## src/oq_macros.svh

```systemverilog
`ifndef OQ_MACROS_SVH
`define OQ_MACROS_SVH

// Queue geometry.
`define OQ_NUM_QUEUES 5
`define OQ_DEPTH 8

// Register map, decoded on the low address byte.
`define OQ_REG_QUEUES_NUM 8'h00
`define OQ_REG_RESET_DROP 8'h01
`define OQ_REG_DROP_BASE 8'h10

// All physical queues enabled out of reset.
`define OQ_QUEUES_NUM_RESET 32'd5

`endif
```

## src/oq_pkg.sv

```systemverilog
package oq_pkg;

   // Input cell, one word plus destination queue.
   typedef struct packed {
      logic [2:0]  dest;
      logic [31:0] data;
   } oq_cell_t;

   // Classify to admit.
   typedef struct packed {
      logic        valid;
      logic        enabled;
      logic [2:0]  queue;
      logic [31:0] data;
   } oq_slot_t;

   // Admit to FIFOs and drop counters.
   typedef struct packed {
      logic        enq;
      logic        drop;
      logic        count;   // Drop lands on a real queue.
      logic [2:0]  queue;
      logic [31:0] data;
   } oq_enq_t;

   localparam logic [1:0] AXI_RESP_OK = 2'b00;
   localparam logic [1:0] AXI_RESP_SLVERR = 2'b10;

endpackage

```

## src/output_queues.sv

```systemverilog
`timescale 1ns/1ps
`include "oq_macros.svh"

module output_queues
   import oq_pkg::*;
(
   input  logic                      ACLK,
   input  logic                      ARESETN,

   input  oq_cell_t                  in_cell,
   input  logic                      in_valid,
   input  logic                      deq,
   input  logic [2:0]                deq_queue,
   output logic                      out_valid,
   output logic [31:0]               out_data,
   output logic [`OQ_NUM_QUEUES-1:0] queue_empty,
   output logic [`OQ_NUM_QUEUES-1:0] queue_full,

   input  logic [31:0]               AWADDR,
   input  logic                      AWVALID,
   output logic                      AWREADY,
   input  logic [31:0]               WDATA,
   input  logic [3:0]                WSTRB,
   input  logic                      WVALID,
   output logic                      WREADY,
   output logic [1:0]                BRESP,
   output logic                      BVALID,
   input  logic                      BREADY,
   input  logic [31:0]               ARADDR,
   input  logic                      ARVALID,
   output logic                      ARREADY,
   output logic [31:0]               RDATA,
   output logic [1:0]                RRESP,
   output logic                      RVALID,
   input  logic                      RREADY
);

   oq_slot_t                           slot;
   oq_enq_t                            enq;
   logic [31:0]                        queues_num;
   logic                               reset_drop_counts;
   logic [`OQ_NUM_QUEUES-1:0]          q_almost_full;
   logic [`OQ_NUM_QUEUES-1:0]          q_rd;
   logic [`OQ_NUM_QUEUES-1:0]          q_rd_valid;
   logic [`OQ_NUM_QUEUES-1:0][31:0]    q_rd_data;
   logic [`OQ_NUM_QUEUES-1:0][31:0]    drop_counts;

   oq_classify u_classify (
      .ACLK(ACLK), .ARESETN(ARESETN), .in_cell(in_cell), .in_valid(in_valid),
      .queues_num(queues_num), .slot(slot)
   );

   oq_admit u_admit (
      .ACLK(ACLK), .ARESETN(ARESETN), .slot(slot), .full(queue_full),
      .almost_full(q_almost_full), .enq(enq)
   );

   for (genvar i = 0; i < `OQ_NUM_QUEUES; i++) begin : g_queue
      assign q_rd[i] = deq && (deq_queue == 3'(i)) && !queue_empty[i];   // No pop when empty.

      oq_cell_fifo u_fifo (
         .ACLK(ACLK), .ARESETN(ARESETN),
         .wr(enq.enq && (enq.queue == 3'(i))), .wr_data(enq.data), .rd(q_rd[i]),
         .rd_data(q_rd_data[i]), .rd_valid(q_rd_valid[i]), .empty(queue_empty[i]),
         .full(queue_full[i]), .almost_full(q_almost_full[i])
      );
   end

   // At most one FIFO answers per cycle.
   always_comb begin
      out_data = '0;
      for (int i = 0; i < `OQ_NUM_QUEUES; i++) begin
         if (q_rd_valid[i]) begin
            out_data = q_rd_data[i];
         end
      end
   end

   assign out_valid = |q_rd_valid;

   oq_drop_counters u_drops (
      .ACLK(ACLK), .ARESETN(ARESETN), .enq(enq), .clear(reset_drop_counts),
      .drop_counts(drop_counts)
   );

   output_queues_regs u_regs (
      .ACLK(ACLK), .ARESETN(ARESETN), .drop_counts(drop_counts),
      .queues_num(queues_num), .reset_drop_counts(reset_drop_counts),
      .AWADDR(AWADDR), .AWVALID(AWVALID), .AWREADY(AWREADY),
      .WDATA(WDATA), .WSTRB(WSTRB), .WVALID(WVALID), .WREADY(WREADY),
      .BRESP(BRESP), .BVALID(BVALID), .BREADY(BREADY),
      .ARADDR(ARADDR), .ARVALID(ARVALID), .ARREADY(ARREADY),
      .RDATA(RDATA), .RRESP(RRESP), .RVALID(RVALID), .RREADY(RREADY)
   );

endmodule

```

## src/output_queues_regs.sv

```systemverilog
`timescale 1ns/1ps
`include "oq_macros.svh"

module output_queues_regs
   import oq_pkg::*;
#(
   parameter int ADDR_WIDTH = 32,
   parameter int DATA_WIDTH = 32
) (
   input  logic                              ACLK,
   input  logic                              ARESETN,

   input  logic [`OQ_NUM_QUEUES-1:0][31:0]   drop_counts,
   output logic [31:0]                       queues_num,
   output logic                              reset_drop_counts,

   input  logic [ADDR_WIDTH-1:0]             AWADDR,
   input  logic                              AWVALID,
   output logic                              AWREADY,

   input  logic [DATA_WIDTH-1:0]             WDATA,
   input  logic [DATA_WIDTH/8-1:0]           WSTRB,
   input  logic                              WVALID,
   output logic                              WREADY,

   output logic [1:0]                        BRESP,
   output logic                              BVALID,
   input  logic                              BREADY,

   input  logic [ADDR_WIDTH-1:0]             ARADDR,
   input  logic                              ARVALID,
   output logic                              ARREADY,

   output logic [DATA_WIDTH-1:0]             RDATA,
   output logic [1:0]                        RRESP,
   output logic                              RVALID,
   input  logic                              RREADY
);

   typedef enum logic [1:0] {
      WR_IDLE,
      WR_DATA,
      WR_RESP
   } wr_state_t;

   typedef enum logic {
      RD_IDLE,
      RD_RESP
   } rd_state_t;

   wr_state_t             wr_state;
   rd_state_t             rd_state;
   logic [7:0]            wr_offset;
   logic [7:0]            drop_idx;
   logic [DATA_WIDTH-1:0] rd_word;
   logic [1:0]            rd_code;

   assign AWREADY = (wr_state == WR_IDLE);
   assign WREADY = (wr_state == WR_DATA);
   assign BVALID = (wr_state == WR_RESP);
   assign ARREADY = (rd_state == RD_IDLE);
   assign RVALID = (rd_state == RD_RESP);

   // Write side.
   always_ff @(posedge ACLK) begin
      if (!ARESETN) begin
         wr_state <= WR_IDLE;
         BRESP <= AXI_RESP_OK;
         queues_num <= `OQ_QUEUES_NUM_RESET;
         reset_drop_counts <= 1'b0;
      end else begin
         case (wr_state)
            WR_IDLE: begin
               if (AWVALID) begin
                  wr_offset <= AWADDR[7:0];
                  wr_state <= WR_DATA;
               end
            end
            WR_DATA: begin
               if (WVALID) begin
                  BRESP <= AXI_RESP_OK;
                  if (wr_offset == `OQ_REG_QUEUES_NUM) begin
                     for (int b = 0; b < 4; b++) begin
                        if (WSTRB[b]) begin
                           queues_num[8*b +: 8] <= WDATA[8*b +: 8];   // Byte lanes.
                        end
                     end
                  end else if (wr_offset == `OQ_REG_RESET_DROP) begin
                     if (WSTRB[0]) begin
                        reset_drop_counts <= WDATA[0];
                     end
                  end else begin
                     BRESP <= AXI_RESP_SLVERR;   // Counters are read-only.
                  end
                  wr_state <= WR_RESP;
               end
            end
            WR_RESP: begin
               if (BREADY) begin
                  wr_state <= WR_IDLE;
               end
            end
            default: wr_state <= WR_IDLE;
         endcase
      end
   end

   // Read decode on the incoming address.
   assign drop_idx = ARADDR[7:0] - `OQ_REG_DROP_BASE;

   always_comb begin
      rd_word = '0;
      rd_code = AXI_RESP_OK;
      if (ARADDR[7:0] == `OQ_REG_QUEUES_NUM) begin
         rd_word = queues_num;
      end else if (ARADDR[7:0] == `OQ_REG_RESET_DROP) begin
         rd_word[0] = reset_drop_counts;
      end else if (drop_idx < 8'(`OQ_NUM_QUEUES)) begin
         for (int i = 0; i < `OQ_NUM_QUEUES; i++) begin
            if (drop_idx == 8'(i)) begin
               rd_word = drop_counts[i];
            end
         end
      end else begin
         rd_code = AXI_RESP_SLVERR;
      end
   end

   // Read side, data captured at AR so it holds until RREADY.
   always_ff @(posedge ACLK) begin
      if (!ARESETN) begin
         rd_state <= RD_IDLE;
      end else begin
         case (rd_state)
            RD_IDLE: begin
               if (ARVALID) begin
                  RDATA <= rd_word;
                  RRESP <= rd_code;
                  rd_state <= RD_RESP;
               end
            end
            RD_RESP: begin
               if (RREADY) begin
                  rd_state <= RD_IDLE;
               end
            end
            default: rd_state <= RD_IDLE;
         endcase
      end
   end

   assert property (@(posedge ACLK) disable iff (!ARESETN)
      RVALID && !RREADY |=> RVALID && $stable(RDATA) && $stable(RRESP));

endmodule

```

## src/oq_drop_counters.sv

```systemverilog
`timescale 1ns/1ps
`include "oq_macros.svh"

module oq_drop_counters
   import oq_pkg::*;
(
   input  logic                                ACLK,
   input  logic                                ARESETN,
   input  oq_enq_t                             enq,
   input  logic                                clear,
   output logic [`OQ_NUM_QUEUES-1:0][31:0]     drop_counts
);

   logic counted;

   assign counted = enq.drop && enq.count;

   always_ff @(posedge ACLK) begin
      if (!ARESETN) begin
         drop_counts <= '0;
      end else if (clear) begin
         drop_counts <= '0;   // Held at zero while set.
      end else begin
         for (int i = 0; i < `OQ_NUM_QUEUES; i++) begin
            if (counted && (enq.queue == 3'(i))) begin
               drop_counts[i] <= drop_counts[i] + 32'd1;
            end
         end
      end
   end

endmodule

```

## src/oq_cell_fifo.sv

```systemverilog
`timescale 1ns/1ps
`include "oq_macros.svh"

module oq_cell_fifo (
   input  logic        ACLK,
   input  logic        ARESETN,
   input  logic        wr,
   input  logic [31:0] wr_data,
   input  logic        rd,
   output logic [31:0] rd_data,
   output logic        rd_valid,
   output logic        empty,
   output logic        full,
   output logic        almost_full
);

   localparam int PTR_W = $clog2(`OQ_DEPTH);
   localparam logic [PTR_W:0] FULL_CNT = `OQ_DEPTH;
   localparam logic [PTR_W:0] ALMOST_CNT = `OQ_DEPTH - 1;

   logic [31:0]      mem [`OQ_DEPTH];
   logic [PTR_W-1:0] wr_ptr;
   logic [PTR_W-1:0] rd_ptr;
   logic [PTR_W:0]   count;

   always_ff @(posedge ACLK) begin
      if (wr) begin
         mem[wr_ptr] <= wr_data;
      end
      if (rd) begin
         rd_data <= mem[rd_ptr];   // Registered read port.
      end
   end

   always_ff @(posedge ACLK) begin
      if (!ARESETN) begin
         wr_ptr <= '0;
         rd_ptr <= '0;
         count <= '0;
         rd_valid <= 1'b0;
      end else begin
         rd_valid <= rd;
         if (wr) begin
            wr_ptr <= wr_ptr + 1'b1;   // Depth is a power of two.
         end
         if (rd) begin
            rd_ptr <= rd_ptr + 1'b1;
         end
         case ({wr, rd})
            2'b10: count <= count + 1'b1;
            2'b01: count <= count - 1'b1;
            default: count <= count;
         endcase
      end
   end

   assign empty = (count == '0);
   assign full = (count == FULL_CNT);
   assign almost_full = (count == ALMOST_CNT);

   // Admission and the deq gate upstream must keep these.
   assert property (@(posedge ACLK) disable iff (!ARESETN) wr |-> !full);
   assert property (@(posedge ACLK) disable iff (!ARESETN) rd |-> !empty);

endmodule

```

## src/oq_admit.sv

```systemverilog
`timescale 1ns/1ps
`include "oq_macros.svh"

module oq_admit
   import oq_pkg::*;
(
   input  logic                      ACLK,
   input  logic                      ARESETN,
   input  oq_slot_t                  slot,
   input  logic [`OQ_NUM_QUEUES-1:0] full,
   input  logic [`OQ_NUM_QUEUES-1:0] almost_full,
   output oq_enq_t                   enq
);

   logic [7:0] full_x;
   logic [7:0] almost_full_x;
   logic       in_flight;
   logic       accept;

   // Widen so queue numbers 5..7 index a zero bit.
   assign full_x = 8'(full);
   assign almost_full_x = 8'(almost_full);

   // Previous enq is still on its way into this FIFO.
   assign in_flight = enq.enq && (enq.queue == slot.queue);

   assign accept = slot.valid && slot.enabled && !full_x[slot.queue] &&
                   !(almost_full_x[slot.queue] && in_flight);

   always_ff @(posedge ACLK) begin
      if (!ARESETN) begin
         enq.enq <= 1'b0;
         enq.drop <= 1'b0;
         enq.count <= 1'b0;
      end else begin
         enq.enq <= accept;
         enq.drop <= slot.valid && !accept;
         enq.count <= slot.valid && !accept && (32'(slot.queue) < `OQ_NUM_QUEUES);
         enq.queue <= slot.queue;
         enq.data <= slot.data;
      end
   end

   assert property (@(posedge ACLK) disable iff (!ARESETN)
      !(enq.enq && enq.drop));

endmodule

```

## src/oq_classify.sv

```systemverilog
`timescale 1ns/1ps
`include "oq_macros.svh"

module oq_classify
   import oq_pkg::*;
(
   input  logic        ACLK,
   input  logic        ARESETN,
   input  oq_cell_t    in_cell,
   input  logic        in_valid,
   input  logic [31:0] queues_num,
   output oq_slot_t    slot
);

   logic dest_real;
   logic dest_on;

   assign dest_real = 32'(in_cell.dest) < `OQ_NUM_QUEUES;   // Dest 5..7 never exist.
   assign dest_on = 32'(in_cell.dest) < queues_num;

   always_ff @(posedge ACLK) begin
      if (!ARESETN) begin
         slot.valid <= 1'b0;
         slot.enabled <= 1'b0;
      end else begin
         slot.valid <= in_valid;
         slot.enabled <= dest_real && dest_on;
         slot.queue <= in_cell.dest;
         slot.data <= in_cell.data;
      end
   end

endmodule

```

## config.mk

```make
export PLATFORM = sky130hd
export DESIGN_NAME = output_queues
export DESIGN_NICKNAME = d
export VERILOG_FILES = /design/src/oq_pkg.sv /design/src/output_queues.sv /design/src/output_queues_regs.sv /design/src/oq_drop_counters.sv /design/src/oq_cell_fifo.sv /design/src/oq_admit.sv /design/src/oq_classify.sv
export VERILOG_INCLUDE_DIRS = /design/src /design/src/src
export SDC_FILE = /design/constraint.sdc
export NUM_CORES = 2
export LEC_CHECK = 0
export ABC_CLOCK_PERIOD_IN_PS = 8500
export BUFFER_PORTS_ARGS = -buffer_cell sky130_fd_sc_hd__buf_2
export CORE_MARGIN = 2
export CORE_UTILIZATION = 35
export DETAILED_ROUTE_END_ITERATION = 12
export GPL_ROUTABILITY_DRIVEN = 0
export GPL_TIMING_DRIVEN = 0
export PLACE_DENSITY = 0.53
export SLEW_MARGIN = 10
export SYNTH_ARGS = -nofsm -noshare
export SYNTH_HDL_FRONTEND = slang
export SYNTH_SLANG_ARGS = --single-unit
```

## constraint.sdc

```tcl
create_clock -name ACLK -period 8.5 [get_ports ACLK]
set_input_delay 1.7 -clock ACLK [delete_from_list [all_inputs] [get_ports ACLK]]
set_output_delay 1.7 -clock ACLK [all_outputs]
set_load 0.02 [all_outputs]
```

Word-level counts from Yosys, hierarchy flattened --
Memories as Yosys holds them, arrays and structs flattened. A register that Yosys moved wholly into a read port is not among the register bits. Index checks and enable logic that the tools add are counted.
Storage, ports and cells: word-level logic and storage cells 232, input port bits 147, output and inout bits 84, RAM bits 1280, memories kept 5, flip-flop bits (word level) 370
Cells by class: reductions and logical operators 65, bitwise operators 3, multiplexer cells 43, $lt $le $gt $ge 5, $add $sub $neg 26, equal/unequal tests 40
Memory list:
- g_queue[0].u_fifo.mem | depth 8, width 32, read ports 1, clocked after memory_dff 1, write ports 1, RTL line oq_cell_fifo.sv:21 | logic [31:0] mem [`OQ_DEPTH];
- g_queue[1].u_fifo.mem | depth 8, width 32, read ports 1, clocked after memory_dff 1, write ports 1, RTL line oq_cell_fifo.sv:21
- g_queue[2].u_fifo.mem | depth 8, width 32, read ports 1, clocked after memory_dff 1, write ports 1, RTL line oq_cell_fifo.sv:21
- g_queue[3].u_fifo.mem | depth 8, width 32, read ports 1, clocked after memory_dff 1, write ports 1, RTL line oq_cell_fifo.sv:21
- g_queue[4].u_fifo.mem | depth 8, width 32, read ports 1, clocked after memory_dff 1, write ports 1, RTL line oq_cell_fifo.sv:21
Operator list (count):
- 32-bit 2-to-1 mux | 12
- 32-bit by 1-bit adder with 32-bit output, second input constant | 5
- 4-bit case mux with 2 select lines | 5
- 3-bit by 32-bit less-than comparator with 1-bit output | 1
- 31-bit 2-to-1 mux | 1
- 3-bit by 1-bit adder with 3-bit output, second input constant | 10
- 1-bit logical AND | 29
- 8-bit by 1-bit equality test with 1-bit output, second input constant | 3
- 8-bit zero test | 3
- 4-bit by 1-bit adder with 4-bit output, second input constant | 5
- 4-bit by 3-bit equality test with 1-bit output, second input constant | 5
- 4-bit equality test, second input constant | 5
- 4-bit zero test | 5
- 4-bit by 1-bit subtractor with 4-bit output, second input constant | 5
- 8-bit by 2-bit equality test with 1-bit output, second input constant | 2
- 4-bit AND reduction | 4
- 1-bit 2-to-1 mux | 15
- 2-bit by 1-bit equality test with 1-bit output, second input constant | 6
- 2-bit equality test, second input constant | 6
- 3-bit by 2-bit equality test with 1-bit output, second input constant | 4
- 2-bit 2-to-1 mux | 6
- 2-bit nonzero test | 5
- 3-bit AND reduction | 3
- 8-bit by 3-bit equality test with 1-bit output, second input constant | 1
- other kinds (20) | 36

Longest topological paths before layout --
word-level depth 10, gate-level depth with buffers 12, gate-level depth less buffers 10

Cells and area by module --
Synthesis repeated with hierarchy kept, for this count alone.
Second synthesis, totals: cells, all modules 4034, area, all modules 72250.5 um^2
Modules (own cells, without submodules):
- oq_cell_fifo at g_queue[0].u_fifo ... | times used 4, cells an instance 471, seq. area each 8868.5 um^2, area an instance 11304.6 um^2
- oq_cell_fifo at g_queue[2].u_fifo | times used 1, cells an instance 472, seq. area each 8868.5 um^2, area an instance 11300.8 um^2
- oq_drop_counters | times used 1, cells an instance 866, seq. area each 3203.1 um^2, area an instance 7390.8 um^2
- output_queues_regs | times used 1, cells an instance 519, seq. area each 1971.9 um^2, area an instance 4558.1 um^2
- oq_admit | times used 1, cells an instance 61, seq. area each 1111.1 um^2, area an instance 1286.2 um^2
- output_queues | times used 1, cells an instance 175, seq. area each 0.0 um^2, area an instance 1255.0 um^2
- oq_classify | times used 1, cells an instance 57, seq. area each 1091.0 um^2, area an instance 1241.2 um^2

Least setup slack after synthesis --
Ideal clock, no wire load.
path type input to register, from input deq_queue[2], to register g_queue[2].u_fifo.count[3], buffers on the path 0, data arrival time 7430 ps, stages 9, setup time 70 ps, setup slack 999 ps, required time 8430 ps, path through nand2b_1 > nor4b_1 > ha_1 > ha_1 > a21o_1 > a21oi_1 > xnor2_1 > or3_1 > a21oi_1
Between the ends: longest elaborated chain between the ends 5, elaborated cells between the ends (all ways) 7, classes of those cells eq/ne (3); mux (1); reduce/logical (3)
Ends and longest elaborated chain:
- start, declared | RTL line output_queues.sv:13 | input logic [2:0] deq_queue,
- 3-bit by 2-bit equality test with 1-bit output * | RTL line output_queues.sv:59 | assign q_rd[i] = deq && (deq_queue == 3'(i)) && !queue_empty[i];
- 1-bit logical AND * (2 in a row) | RTL line output_queues.sv:59
- via g_queue[2].u_fifo.rd | RTL line oq_cell_fifo.sv:9 | input logic rd,
- 2-bit by 1-bit equality test with 1-bit output / 2-bit equality test (equally long branches) | RTL line oq_cell_fifo.sv:49 | case ({wr, rd})
- 4-bit case mux with 2 select lines / 2-bit nonzero test (equally long branches)
- end signal, assigned | RTL line oq_cell_fifo.sv:50 | 2'b10: count <= count + 1'b1;
- end signal, assigned | RTL line oq_cell_fifo.sv:51 | 2'b01: count <= count - 1'b1;
- end signal, assigned | RTL line oq_cell_fifo.sv:52 | default: count <= count;
- end, declared | RTL line oq_cell_fifo.sv:24 | logic [PTR_W:0] count;
The timed path passes the listed nets; every way through them passes the cells marked *. A chain may end at the register's enable or synchronous reset.

Worst setup path after layout --
from register g_queue[1].u_fifo.rd_valid, to output out_data[1]
Between the ends: longest elaborated chain between the ends 4
Ends and longest elaborated chain:
- start, declared | RTL line oq_cell_fifo.sv:11 | output logic rd_valid,
- start signal, assigned | RTL line oq_cell_fifo.sv:42 | rd_valid <= rd;
- 32-bit 2-to-1 mux (4 in a row) | RTL line output_queues.sv:73 | if (q_rd_valid[i]) begin
- end, declared | RTL line output_queues.sv:15 | output logic [31:0] out_data,
Every way passes these cells.

==> out/qor.log <==
[worst_setup_path] critical path type flop to output pin
[sta] worst hold slack across all endpoints 409 ps
[global_route] global-route wire length before repair 267 mm
[clocking] post-cts sizing count 0
[cells_and_area] fraction of final layout cells with drive strength greater than 1 25.9%
[detailed_routing] initial drt markers 3133
[status] result of the run complete, no violations
[min_path] number of cells on the worst hold path 0
[worst_setup_path] Bufs and invs on worst path 3
[clocking] worst-skew pair later-pin latency 830 ps
[sta] worst setup skew after layout 36.3 ps
[detailed_routing] routed wirelength normalized by instance count 25.3 µm
[synth] top area cells in the synthesized netlist sky130_fd_sc_hd__edfxtp_1 (66%), sky130_fd_sc_hd__mux4_2 (11%), sky130_fd_sc_hd__dfxtp_1 (7.3%)
[worst_setup_path] end of the worst register-to-register path g_queue[4].u_fifo.mem[1][3]
[global_route] GRT met3 Usage 2.71%
[worst_setup_path] required time reported for the critical path endpoint 6800 ps
[synth] number of distinct library cells after synthesis 59
[synth] share of the synthesized area in the top cell type 65.8%
[synth] synthesized instance count 3954
[clocking] CTS H-Tree Depth 4
[synth] leading post-synthesis cells by instance count sky130_fd_sc_hd__edfxtp_1 (1551), sky130_fd_sc_hd__mux4_2 (352), sky130_fd_sc_hd__dfxtp_1 (257)
[cells_and_area] sequential cell area in the final layout 51700 µm²
[min_path] Hold Crit Start u_classify.slot[25]
[clocking] # Post-CTS Setup Buffers 0
[sta] unrepaired setup endpoints after global routing false
[global_route] global-route usage over all layers 17.9%
[power] maximum vdd drop 0.161 mV
[worst_setup_path] peak per-stage delay on the critical path 740 ps
[sta] Max Fclk 160 MHz
[cells_and_area] net count of the finished layout 4647
[placement] Buffers on Ports 174
[sta] period utilisation layout 73.4%
[clocking] total clock buffers created by CTS 189
[worst_setup_path] sort of element at the start of the critical path flop
[synth] number of enable-type register cells in the synthesized netlist 1551
[worst_setup_path] Critical Path Most Common Cell sky130_fd_sc_hd__clkbuf_1
[die] effective utilization at floorplan 35.1%
[detailed_routing] length of the first detailed-routing pass in iterations 5
[synth] Synth Flop Type sky130_fd_sc_hd__edfxtp_1
[worst_setup_path] launching point of the worst reg2reg path u_admit.enq[32]
[power] power per cell area 219 nW/µm²
[placement] detailed-placement wirelength estimate 127 mm
[clocking] Worst-path clk slew 60 ps
[global_route] largest net degree at the start of global routing 58
[sta] number of pins exceeding their max-slew limit in the final report 0
[detailed_routing] total wirelength of the detailed-routed design 185 mm
[sta] Max transition margin 10.9%
[synth] FF+latch count, synth 1808
[global_route] global routing's busiest layer met2
[global_route] met1 track demand over resource 24.3%
[placement] number of cells after detailed placement 6938
[detailed_routing] average vias per placed instance 5.16
[sta] Worst Max-Slew Pin Slew 1320 ps
[synth] async set or reset register ratio after synthesis 0%
[global_route] met2 layer usage reported by global route 30.1%
[die] row count 165
[synth] Yosys warning count 0
[worst_setup_path] data arrival time at the worst-slack endpoint 4540 ps
[power] relative contribution of combinational cells to total power 1.5%
[clocking] clk sinks 1808
[die] vertical die dimension 454 µm
[power] switching power summed over all nets 3.80 mW
[min_path] Worst Hold End u_admit.enq[25]
[die] area inside the core boundary 201000 µm²
[sta] total of endpoints with negative setup slack in the final report 0
[worst_setup_path] critical-path maximum fanout 10
[global_route] overflow left after global routing 0
[cells_and_area] signed area change from the synthesized netlist to the final layout 18.4%
[power] power share of the clock group 45.2%
[detailed_routing] Vias 37668
[clocking] hold-fix buffer count after cts 0
[synth] synthesized cell area 70700 µm²
[die] number of I/O pins 231
[worst_setup_path] capturing element type of the critical path output pin
[cells_and_area] post-route non-filler standard cell count 7297
[detailed_routing] post-route ant nets 0
[global_route] number of global-route vias before repair 38323
[cells_and_area] total area of multi-input combinational cells 18300 µm²
[power] Int Pwr 14.5 mW
[clocking] clock root buffer sky130_fd_sc_hd__clkbuf_16
[worst_setup_path] R2R Setup Slk 4880 ps
[flow_run] number of max-cap violations 0
[clocking] maximum count of clock buffers along a single path 3
[detailed_routing] DRC 0
[cells_and_area] filler instances 17972
[worst_setup_path] worst-path cell chain clkbuf_1 > nor2b_1 > clkbuf_1 > a221oi_1 > nor3_1 > a21oi_1 > o21ai_0 > buf_2
[sta] clock period minus worst slack 6240 ps
[worst_setup_path] Critical-path top delay cell sky130_fd_sc_hd__o21ai_0
[synth] fraction of the yosys area taken by sequential cells 73.1%
[synth] most numerous cell in the Yosys netlist sky130_fd_sc_hd__edfxtp_1
[die] area of the die 206000 µm²
[power] sequential share of power 53.3%
[min_path] Min-Delay Path Class flop to flop
[global_route] initial antenna violation count 9
[power] leakage 26.0 nW
[die] Die Span X 454 µm
[synth] Mean Syn Cell Area 17.9 µm²
[synth] cell type with the largest total area after synthesis sky130_fd_sc_hd__edfxtp_1
[power] switch share 20.8%
[worst_setup_path] length in cells of the worst reg-to-reg path 9
[worst_setup_path] family with the most delay on the worst path buffers and inverters
[sta] setup TNS 0 ps
[sta] Fin. Hold Viols 0
[clocking] CTS tree yes
## cell usage in the layout, fill, tap and decap left out, types with 32 or more instances in the layout
master / instances
sky130_fd_sc_hd__a21oi_1: 140
sky130_fd_sc_hd__buf_1: 45
sky130_fd_sc_hd__buf_16: 32
sky130_fd_sc_hd__buf_2: 182
sky130_fd_sc_hd__buf_4: 64
sky130_fd_sc_hd__clkbuf_1: 180
sky130_fd_sc_hd__clkbuf_16: 193
sky130_fd_sc_hd__clkinv_1: 33
sky130_fd_sc_hd__clkinv_2: 42
sky130_fd_sc_hd__dfxtp_1: 257
sky130_fd_sc_hd__edfxtp_1: 1551
sky130_fd_sc_hd__ha_1: 32
sky130_fd_sc_hd__inv_1: 54
sky130_fd_sc_hd__mux2_2: 162
sky130_fd_sc_hd__mux4_2: 352
sky130_fd_sc_hd__nand2_1: 171
sky130_fd_sc_hd__nand3_1: 87
sky130_fd_sc_hd__nand4_1: 70
sky130_fd_sc_hd__nor2_1: 177
sky130_fd_sc_hd__nor2b_1: 67
sky130_fd_sc_hd__nor3_1: 59
sky130_fd_sc_hd__o21ai_0: 75
sky130_fd_sc_hd__or3_1: 45
sky130_fd_sc_hd__xnor2_1: 62
sky130_fd_sc_hd__xor2_1: 78
## worst reg2reg max path, stage by stage (launching register included)
cell	delay (ps)
sky130_fd_sc_hd__edfxtp_1	380
sky130_fd_sc_hd__buf_6	150
sky130_fd_sc_hd__clkbuf_1	230
sky130_fd_sc_hd__nor3_1	730
sky130_fd_sc_hd__nand2_1	400
sky130_fd_sc_hd__nor3_2	530
sky130_fd_sc_hd__buf_6	220
sky130_fd_sc_hd__buf_4	210
sky130_fd_sc_hd__buf_4	230
sky130_fd_sc_hd__buf_4	230
## logic make-up (layout without fill, tap and decap cells)
kind of cell | count (synthesis) | count (layout) | share of synthesized area (%)
simple gates | 874 | 874 | 6.36
mux | 525 | 525 | 13.9
fa+ha+maj | 37 | 37 | 0.708
flops | 1808 | 1808 | 73.1
other cells | 1 | 4 | 0.00530
compound gates | 307 | 307 | 2.66
buf+inv | 262 | 930 | 1.47
xor+xnor | 140 | 140 | 1.73
## per-layer routing
layer  up-vias  wire (µm)
met2       904      91700
met4         4       3690
li1      16769          -
met5         -         21
met1     19760      80700
met3       231       8460
## layout make-up
type                            instances  area share [%]
Sequential cell                      1808            61.8
Buffer                                207            1.00
Tap cell                             2672            3.99
Inverter                               55           0.247
Clock buffer                          239            6.06
Timing Repair Buffer                  317            3.65
Multi-Input combinational cell       1885            21.9
Clock inverter                        112            1.37
Antenna cell                            2         0.00598
## power by group through the flow
stage	registers [mW]	logic, mW	clock network (mW)
detailed placement	9.96	0.255	0
global placement	10.0	0.147	0
CTS	9.77	0.256	8.46
floorplan	9.94	0.0616	0
global route	9.75	0.291	8.80
finish	9.75	0.269	8.28
## flip-flops by register name, summed over array words and instances (netlist names), 8 cells and up
| name | cells |
|---|---|
| u_regs.queues_num | 32 |
| g_queue.u_fifo.count | 20 |
| g_queue.u_fifo.wr_ptr | 15 |
| g_queue.u_fifo.rd_ptr | 15 |
| u_classify.slot | 37 |
| g_queue.u_fifo.mem | 1280 |
| u_admit.enq | 38 |
| u_drops.drop_counts | 160 |
| u_regs.wr_offset | 8 |
| g_queue.u_fifo.rd_data | 160 |
| u_regs.RDATA | 32 |
## through the flow
stage               area, µm²  total power [mW]  utilization (%)  setup slack, ps
finish                  83700              18.3             41.5             2260
global route            83700              18.8             41.5             1900
CTS                     83600              18.5             41.5             1890
detailed placement      77400              10.2             38.4             2800
global placement        74900              10.2             37.2            -3590
floorplan               70700              10.0                -              999
## worst max path at each step
stage | startpoint | endpoint | slack [ps] | depth (start not counted)
after detailed placement | g_queue[1].u_fifo.rd_valid | out_data[1] | 2800 | 8
final | g_queue[1].u_fifo.rd_valid | out_data[1] | 2260 | 8
after floorplan | deq_queue[2] | g_queue[2].u_fifo.count[3] | 1000 | 9
after CTS | g_queue[1].u_fifo.rd_valid | out_data[1] | 1890 | 8
after global routing | g_queue[1].u_fifo.rd_valid | out_data[1] | 1900 | 8
after global placement | deq_queue[1] | g_queue[4].u_fifo.count[3] | -3590 | 9
No activity file was read; power rests on OpenSTA's default activity.
